## src/logic/bit_scan_macros.svh

```systemverilog
`ifndef BIT_SCAN_MACROS_SVH
`define BIT_SCAN_MACROS_SVH

// ------------------------------
// operand and scan geometry
// ------------------------------

`define BSU_OPERAND_WIDTH 64    // full operand.
`define BSU_CHUNK_WIDTH   32    // bits looked at per clock.
`define BSU_CHUNK_COUNT   2     // operand / chunk.

// ------------------------------
// result widths
// ------------------------------

`define BSU_INDEX_WIDTH   6     // index into the operand.
`define BSU_ENC_WIDTH     5     // index inside one chunk.

`endif

```

## src/logic/bit_scan_pkg.sv

```systemverilog
`default_nettype none

`include "bit_scan_macros.svh"

package bit_scan_pkg;

    // ------------------------------
    // scan direction
    // ------------------------------

    // fwd is bsf, rev is bsr.
    typedef enum logic {
        SCAN_FWD = 1'b0,    // lowest set bit.
        SCAN_REV = 1'b1     // highest set bit.
    } scan_dir_e;

    // ------------------------------
    // control states
    // ------------------------------

    typedef enum logic [1:0] {
        ST_IDLE = 2'd0,     // waiting for req.
        ST_SCAN = 2'd1,     // one chunk per clock.
        ST_DONE = 2'd2      // ack high, waiting for req low.
    } scan_state_e;

    // ------------------------------
    // handshake payloads
    // ------------------------------

    typedef struct packed {
        logic [`BSU_OPERAND_WIDTH-1:0] operand;
        scan_dir_e                     dir;
    } scan_req_t;

    // index is 0 whenever zero is set.
    typedef struct packed {
        logic [`BSU_INDEX_WIDTH-1:0] index;
        logic                        zero;
    } scan_rsp_t;

endpackage

`default_nettype wire

```

## src/logic/priority_encoder32.sv

```systemverilog
`timescale 1ns/1ps
`default_nettype none

`include "bit_scan_macros.svh"

module priority_encoder32 (
    input  logic [`BSU_CHUNK_WIDTH-1:0] chunk,
    output logic [`BSU_ENC_WIDTH-1:0]   enc,
    output logic                        valid
);

    localparam int SLICE_W = 8;
    localparam int SLICES  = `BSU_CHUNK_WIDTH / SLICE_W;

    logic [2:0]        slice_pos [SLICES];  // in-slice position.
    logic [SLICES-1:0] slice_valid;
    logic [1:0]        slice_sel;

    // ------------------------------
    // first level, one per byte
    // ------------------------------

    for (genvar s = 0; s < SLICES; s++) begin : g_slice
        // scan from the top so the lowest hit wins.
        always_comb begin
            slice_pos[s] = 3'd0;
            for (int b = SLICE_W - 1; b >= 0; b--) begin
                if (chunk[s*SLICE_W + b]) begin
                    slice_pos[s] = 3'(b);
                end
            end
        end

        assign slice_valid[s] = |chunk[s*SLICE_W +: SLICE_W];
    end

    // ------------------------------
    // second level, pick the slice
    // ------------------------------

    always_comb begin
        slice_sel = 2'd0;
        for (int s = SLICES - 1; s >= 0; s--) begin
            if (slice_valid[s]) begin
                slice_sel = 2'(s);    // lowest valid slice.
            end
        end
    end

    assign valid = |slice_valid;
    assign enc   = {slice_sel, slice_pos[slice_sel]};    // slice number, then offset.

    // the encoded bit must really be set.
    always_comb begin
        assert final (!valid || chunk[enc])
            else $error("encoder points at a clear bit.");
    end

endmodule

`default_nettype wire

```

## src/logic/scan_datapath.sv

```systemverilog
`timescale 1ns/1ps
`default_nettype none

`include "bit_scan_macros.svh"

module scan_datapath (
    input  logic                    clk,
    input  logic                    rst_n,
    input  logic                    load,
    input  logic                    done_set,
    input  bit_scan_pkg::scan_req_t req_data,
    input  logic                    pos,
    output logic                    hit,
    output bit_scan_pkg::scan_rsp_t rsp_data
);

    import bit_scan_pkg::*;

    logic [`BSU_OPERAND_WIDTH-1:0] operand_q;
    scan_dir_e                     dir_q;
    logic                          chunk_sel;
    logic [`BSU_CHUNK_WIDTH-1:0]   raw_chunk;
    logic [`BSU_CHUNK_WIDTH-1:0]   scan_chunk;
    logic [`BSU_ENC_WIDTH-1:0]     enc;
    logic [`BSU_INDEX_WIDTH-1:0]   lin_index;
    logic [`BSU_INDEX_WIDTH-1:0]   bit_index;
    scan_rsp_t                     rsp_q;

    // ------------------------------
    // operand capture
    // ------------------------------

    always_ff @(posedge clk) begin
        if (load) begin
            operand_q <= req_data.operand;
            dir_q     <= req_data.dir;
        end
    end

    // ------------------------------
    // chunk select and reversal
    // ------------------------------

    // reverse scan walks the chunks from the top down.
    assign chunk_sel = (dir_q == SCAN_REV) ? ~pos : pos;
    assign raw_chunk = operand_q[chunk_sel*`BSU_CHUNK_WIDTH +: `BSU_CHUNK_WIDTH];

    // mirrored so the encoder always hunts the lowest bit.
    always_comb begin
        for (int i = 0; i < `BSU_CHUNK_WIDTH; i++) begin
            if (dir_q == SCAN_REV) begin
                scan_chunk[i] = raw_chunk[`BSU_CHUNK_WIDTH-1-i];
            end else begin
                scan_chunk[i] = raw_chunk[i];
            end
        end
    end

    priority_encoder32 i_enc (
        .chunk (scan_chunk),
        .enc   (enc),
        .valid (hit)
    );

    // ------------------------------
    // index assembly and result
    // ------------------------------

    assign lin_index = {pos, enc};    // pos * 32 + enc.
    assign bit_index = (dir_q == SCAN_REV) ?
                       `BSU_INDEX_WIDTH'(`BSU_OPERAND_WIDTH - 1) - lin_index : lin_index;

    always_ff @(posedge clk or negedge rst_n) begin
        if (!rst_n) begin
            rsp_q <= '0;
        end else if (done_set) begin
            rsp_q.zero  <= ~hit;                           // last chunk, nothing found.
            rsp_q.index <= hit ? bit_index : '0;
        end
    end

    assign rsp_data = rsp_q;

    // capture and result never share an edge.
    a_no_load_done: assert property (@(posedge clk) disable iff (!rst_n)
        !(load && done_set));

endmodule

`default_nettype wire

```

## src/logic/chunk_counter.sv

```systemverilog
`timescale 1ns/1ps
`default_nettype none

`include "bit_scan_macros.svh"

module chunk_counter (
    input  logic clk,
    input  logic rst_n,
    input  logic clear,
    input  logic advance,
    output logic pos,
    output logic last
);

    logic pos_q;

    // clear wins over advance.
    always_ff @(posedge clk or negedge rst_n) begin
        if (!rst_n) begin
            pos_q <= 1'b0;
        end else if (clear) begin
            pos_q <= 1'b0;
        end else if (advance) begin
            pos_q <= pos_q + 1'b1;
        end
    end

    assign pos  = pos_q;
    assign last = (pos_q == 1'(`BSU_CHUNK_COUNT - 1));    // final chunk.

    // the fsm must stop stepping at the last chunk.
    a_no_wrap: assert property (@(posedge clk) disable iff (!rst_n)
        advance |-> !last);

endmodule

`default_nettype wire

```

## src/logic/bit_scan_fsm.sv

```systemverilog
`timescale 1ns/1ps
`default_nettype none

module bit_scan_fsm (
    input  logic clk,
    input  logic rst_n,
    input  logic req,
    input  logic hit,
    input  logic last,
    output logic ack,
    output logic load,
    output logic clear,
    output logic advance,
    output logic done_set
);

    import bit_scan_pkg::*;

    scan_state_e state_q;
    scan_state_e state_d;
    logic        ack_q;

    // ------------------------------
    // next state and strobes
    // ------------------------------

    always_comb begin
        state_d  = state_q;
        load     = 1'b0;
        clear    = 1'b0;
        advance  = 1'b0;
        done_set = 1'b0;

        case (state_q)
            ST_IDLE: begin
                if (req) begin
                    load    = 1'b1;    // grab operand.
                    clear   = 1'b1;    // restart at chunk 0.
                    state_d = ST_SCAN;
                end
            end

            ST_SCAN: begin
                // stop on the first hit or after the last chunk.
                if (hit || last) begin
                    done_set = 1'b1;
                    state_d  = ST_DONE;
                end else begin
                    advance = 1'b1;
                end
            end

            ST_DONE: begin
                if (!req) begin
                    state_d = ST_IDLE;    // phase 4.
                end
            end

            default: begin
                state_d = ST_IDLE;
            end
        endcase
    end

    // ------------------------------
    // state and ack registers
    // ------------------------------

    always_ff @(posedge clk or negedge rst_n) begin
        if (!rst_n) begin
            state_q <= ST_IDLE;
        end else begin
            state_q <= state_d;
        end
    end

    // rises with the result, drops once req is seen low.
    always_ff @(posedge clk or negedge rst_n) begin
        if (!rst_n) begin
            ack_q <= 1'b0;
        end else if (done_set) begin
            ack_q <= 1'b1;
        end else if (state_q == ST_DONE && !req) begin
            ack_q <= 1'b0;
        end
    end

    assign ack = ack_q;

    a_ack_in_done: assert property (@(posedge clk) disable iff (!rst_n)
        ack |-> state_q == ST_DONE);

endmodule

`default_nettype wire

```

## src/logic/bit_scan_unit.sv

```systemverilog
`timescale 1ns/1ps
`default_nettype none

module bit_scan_unit (
    input  logic                    clk,
    input  logic                    rst_n,
    input  logic                    req,
    input  bit_scan_pkg::scan_req_t req_data,
    output logic                    ack,
    output bit_scan_pkg::scan_rsp_t rsp_data
);

    // ------------------------------
    // internal wires
    // ------------------------------

    logic load;
    logic clear;
    logic advance;
    logic done_set;
    logic pos;        // chunk under scan.
    logic last;
    logic hit;        // current chunk has a set bit.

    bit_scan_fsm i_fsm (
        .clk      (clk),
        .rst_n    (rst_n),
        .req      (req),
        .hit      (hit),
        .last     (last),
        .ack      (ack),
        .load     (load),
        .clear    (clear),
        .advance  (advance),
        .done_set (done_set)
    );

    chunk_counter i_cnt (
        .clk     (clk),
        .rst_n   (rst_n),
        .clear   (clear),
        .advance (advance),
        .pos     (pos),
        .last    (last)
    );

    scan_datapath i_dp (
        .clk      (clk),
        .rst_n    (rst_n),
        .load     (load),
        .done_set (done_set),
        .req_data (req_data),
        .pos      (pos),
        .hit      (hit),
        .rsp_data (rsp_data)
    );

endmodule

`default_nettype wire

```

## config.mk

```make
export PLATFORM = sky130hd
export DESIGN_NAME = bit_scan_unit
export DESIGN_NICKNAME = d
export VERILOG_FILES = /design/src/logic/bit_scan_pkg.sv /design/src/logic/priority_encoder32.sv /design/src/logic/scan_datapath.sv /design/src/logic/chunk_counter.sv /design/src/logic/bit_scan_fsm.sv /design/src/logic/bit_scan_unit.sv
export VERILOG_INCLUDE_DIRS = /design/src /design/src/logic
export SDC_FILE = /design/constraint.sdc
export NUM_CORES = 1
export LEC_CHECK = 0
export BUFFER_PORTS_ARGS = -buffer_cell sky130_fd_sc_hd__clkbuf_2
export CAP_MARGIN = 30
export CORE_ASPECT_RATIO = 1.1
export CORE_MARGIN = 1.5
export CORE_UTILIZATION = 50
export DETAILED_ROUTE_END_ITERATION = 16
export HOLD_SLACK_MARGIN = 0.05
export PLACE_DENSITY = 0.73
export SETUP_SLACK_MARGIN = 0.02
export SLEW_MARGIN = 10
export SYNTH_ARGS = -nofsm -noshare
export SYNTH_HDL_FRONTEND = slang
export SYNTH_SLANG_ARGS = --single-unit
export TNS_END_PERCENT = 5
```

## constraint.sdc

```tcl
create_clock -name clk -period 4.1 [get_ports clk]
set_clock_uncertainty 0.05 [all_clocks]
set_input_delay 0.82 -clock clk [delete_from_list [all_inputs] [get_ports clk]]
set_output_delay 0.82 -clock clk [all_outputs]
set_load 0.02 [all_outputs]
```

==> flow_summary_export.csv <==
group,metric,value,unit
global_route,grt_pass1_vias,2280,
timing,finalSetupViolCount,0,
setup_path,cp_top_family,"multiplexers",
timing,finalHoldViolCount,0,
setup_path,worst_path_max_delay_cell,"dfrtp_2",
detailed_routing,first_pass_iters,4,
synth,yosys_warnings,0,
floorplanning,num_rows,33,
synth,netlist_area,3790,sq um
setup_path,worstPathRequired,4270,ps
placement,globalplace.congestion,0.932,
setup_path,max_stage_delay,750,ps
placement,port_buffers,75,
floorplanning,core,7390,sq um
setup_path,crit_cells,7,
synth,synth_seq_cells,76,
synth,async_flop_share,0.145,
timing,slew_violations,0,
setup_path,start_kind,"flip-flop",
layout,diodes,0,
global_route,grt_max_degree,67,
clock_tree,cts.sinks,76,
clock_tree,cts_buffers,9,
detailed_routing,num_vias,2315,
timing,fin_crit_sh,0.847,
detailed_routing,wl_per_cell,17.1,um
detailed_routing,drtIter0Drc,191,
clock_tree,cts.path.max_buffers,2,
detailed_routing,routed_via_density,5.79,
min_path,hold_path.class,"primary input to async pin",
detailed_routing,wl,6.84,mm
timing,tightestPinTransition,799,ps
clock_tree,cts.reportedPaths.clkPinSlew,80,ps
layout,drive_gt1_frac,0.447,
floorplanning,die-area,8120,sq um
clock_tree,cts_setup_buffers,0,
synth,synth_area_leader_cell,"edfxtp_1",
power,p_leak,1.62,nW
power,ir_drop,0.322,mV
layout,area_growth,17.4,%
detailed_routing,antenna_left,0,
synth,synth.top_cell.area_share,0.515,
setup_path,path_cells,"buf_4 -> mux4_2 -> nor4_2 -> nand4_2 -> o41ai_1 -> mux2i_1 -> o311ai_1",
global_route,antenna_found_initial,0,
timing,slew-limit-headroom,0.468,
setup_path,cp-end-kind,"flip-flop",
synth,yosys.cell_types.count,50,
timing,hold_ws,286,ps
synth,synth_edf_count,65,
layout,nets,376,
global_route,grt_pass1_wl,11.0,mm
setup_path,rr_startpoint,"i_cnt.last",
setup_path,cp_max_fo,21,
setup_path,critPathBufInv,1,
layout,fillers,556,
detailed_routing,drc,0,
synth,synth_area_leaders,"edfxtp_1 51%, mux4_2 16%, dfrtp_1 7.3%, mux4_1 2.8%, nor4_4 2.2%",
synth,syn_inst,226,
clock_tree,clockRootBuffer,"clkbuf_8",
setup_path,critPathKind,"flip-flop to flip-flop",
run,drv_cap,0,
floorplanning,die_height,94.3,um
clock_tree,cts_max_level,3,
setup_path,r2r_slack,630,ps
placement,hpwl,5.10,mm
global_route,gr-total-overflow,0,
timing,max_freq,288,MHz
clock_tree,cts_tree,"done",
setup_path,r2r_cells,7,
clock_tree,insertion_delay,350,ps
timing,min_period,3470,ps
clock_tree,cts-resized-gates,0,
synth,syn_nets,294,
global_route,grtUsageTotal,0.182,
synth,syn_avg_cell_area,16.8,sq um
floorplanning,initial_core_util,0.513,
status,status,"finished, final reports clean",
setup_path,rr_endpoint,"i_dp.rsp_data[3]",
synth,synth_top_flop_cell,"edfxtp_1",
floorplanning,io-pin-count,76,
timing,tns,0,ps
power,p_per_area,545,nW/um^2
clock_tree,cts-hold-fix-buffers,0,
floorplanning,die_w,86.0,um
timing,rsz0062_at_grt,"no",
setup_path,arrival,3640,ps
synth,synth_seq_area_share,0.587,
-- synthesized netlist by cell type, drive strengths merged, types with 2 or more instances --
master  number
mux2i        2
nor2b        3
edfxtp      65
o31ai        4
nor3         4
inv          6
nand2       14
a211oi       2
nor2        19
a221oi       2
nor4        10
nand4        3
a21oi        5
xnor2        2
mux4        32
o21ai       10
dfrtp       11
nand2b       5
or4          3
buf          8
-- metal layers --
metal,part of all wire,track usage
met4,0.020,0.0726
met3,0.045,0.0472
met5,0,0
met1,0.43,0.232
met2,0.50,0.301
-- cell type report --
class | instances | area [sq um] | area share
clock buffer | 9 | 124 | 0.0278
clock inverter | 7 | 105 | 0.0236
inverter | 6 | 22.5 | 0.00506
multi-input combinational | 136 | 1460 | 0.327
sequential | 76 | 2230 | 0.501
tap | 87 | 109 | 0.0245
timing repair buffer | 79 | 405 | 0.0911
-- logic make-up (layout without fill, tap and decap cells) --
| group | count (synthesis) | after routing | synth area share |
|---|---|---|---|
| mux | 34 | 34 | 0.200 |
| xor+xnor | 2 | 2 | 0.00462 |
| flops | 76 | 76 | 0.587 |
| buf+inv | 14 | 101 | 0.0304 |
| compound gates | 32 | 32 | 0.0617 |
| simple gates | 68 | 68 | 0.116 |
-- flip-flops by register name, summed over array words and instances, names as in the netlist --
register / flops
i_cnt.last: 1
i_fsm.ack: 1
i_dp.dir_q: 1
i_fsm.state_q: 2
i_dp.rsp_data: 7
i_dp.operand_q: 64
-- metrics by stage --
step	worst slack (ps)	instance area [sq um]	cells	util	total power, mW
after floorplan	1010	3790	226	-	1.63
final	628	4450	400	0.602	2.43
after global routing	453	4450	400	0.602	2.56
after detailed placement	652	4220	384	0.571	1.81
after CTS	629	4450	400	0.602	2.45
after global placement	826	4220	384	0.571	1.79
-- cell usage in the layout, fill, tap and decap left out, types with 6 or more instances in the layout --
cell,netlist,layout
clkbuf_2,0,75
clkbuf_8,0,9
dfrtp_1,11,10
edfxtp_1,65,65
inv_1,6,6
mux4_2,27,27
nand2_1,14,14
nor2_1,19,18
o21ai_0,6,6
-- power by group --
part	internal [mW]	total, mW	switching (mW)
combinational	0.265	0.642	0.377
sequential	1.06	1.15	0.0902
clock	0.352	0.641	0.289
total	1.67	2.43	0.756
-- how the worst max path moves through the flow --
stage                     startpoint                to
after floorplan                  req        i_dp.dir_q
after global routing      i_cnt.last  i_dp.rsp_data[3]
final                     i_cnt.last  i_dp.rsp_data[3]
after global placement    i_cnt.last  i_dp.rsp_data[3]
after CTS                 i_cnt.last  i_dp.rsp_data[3]
after detailed placement  i_cnt.last  i_dp.rsp_data[3]
Power figures use the tool's default switching activity.
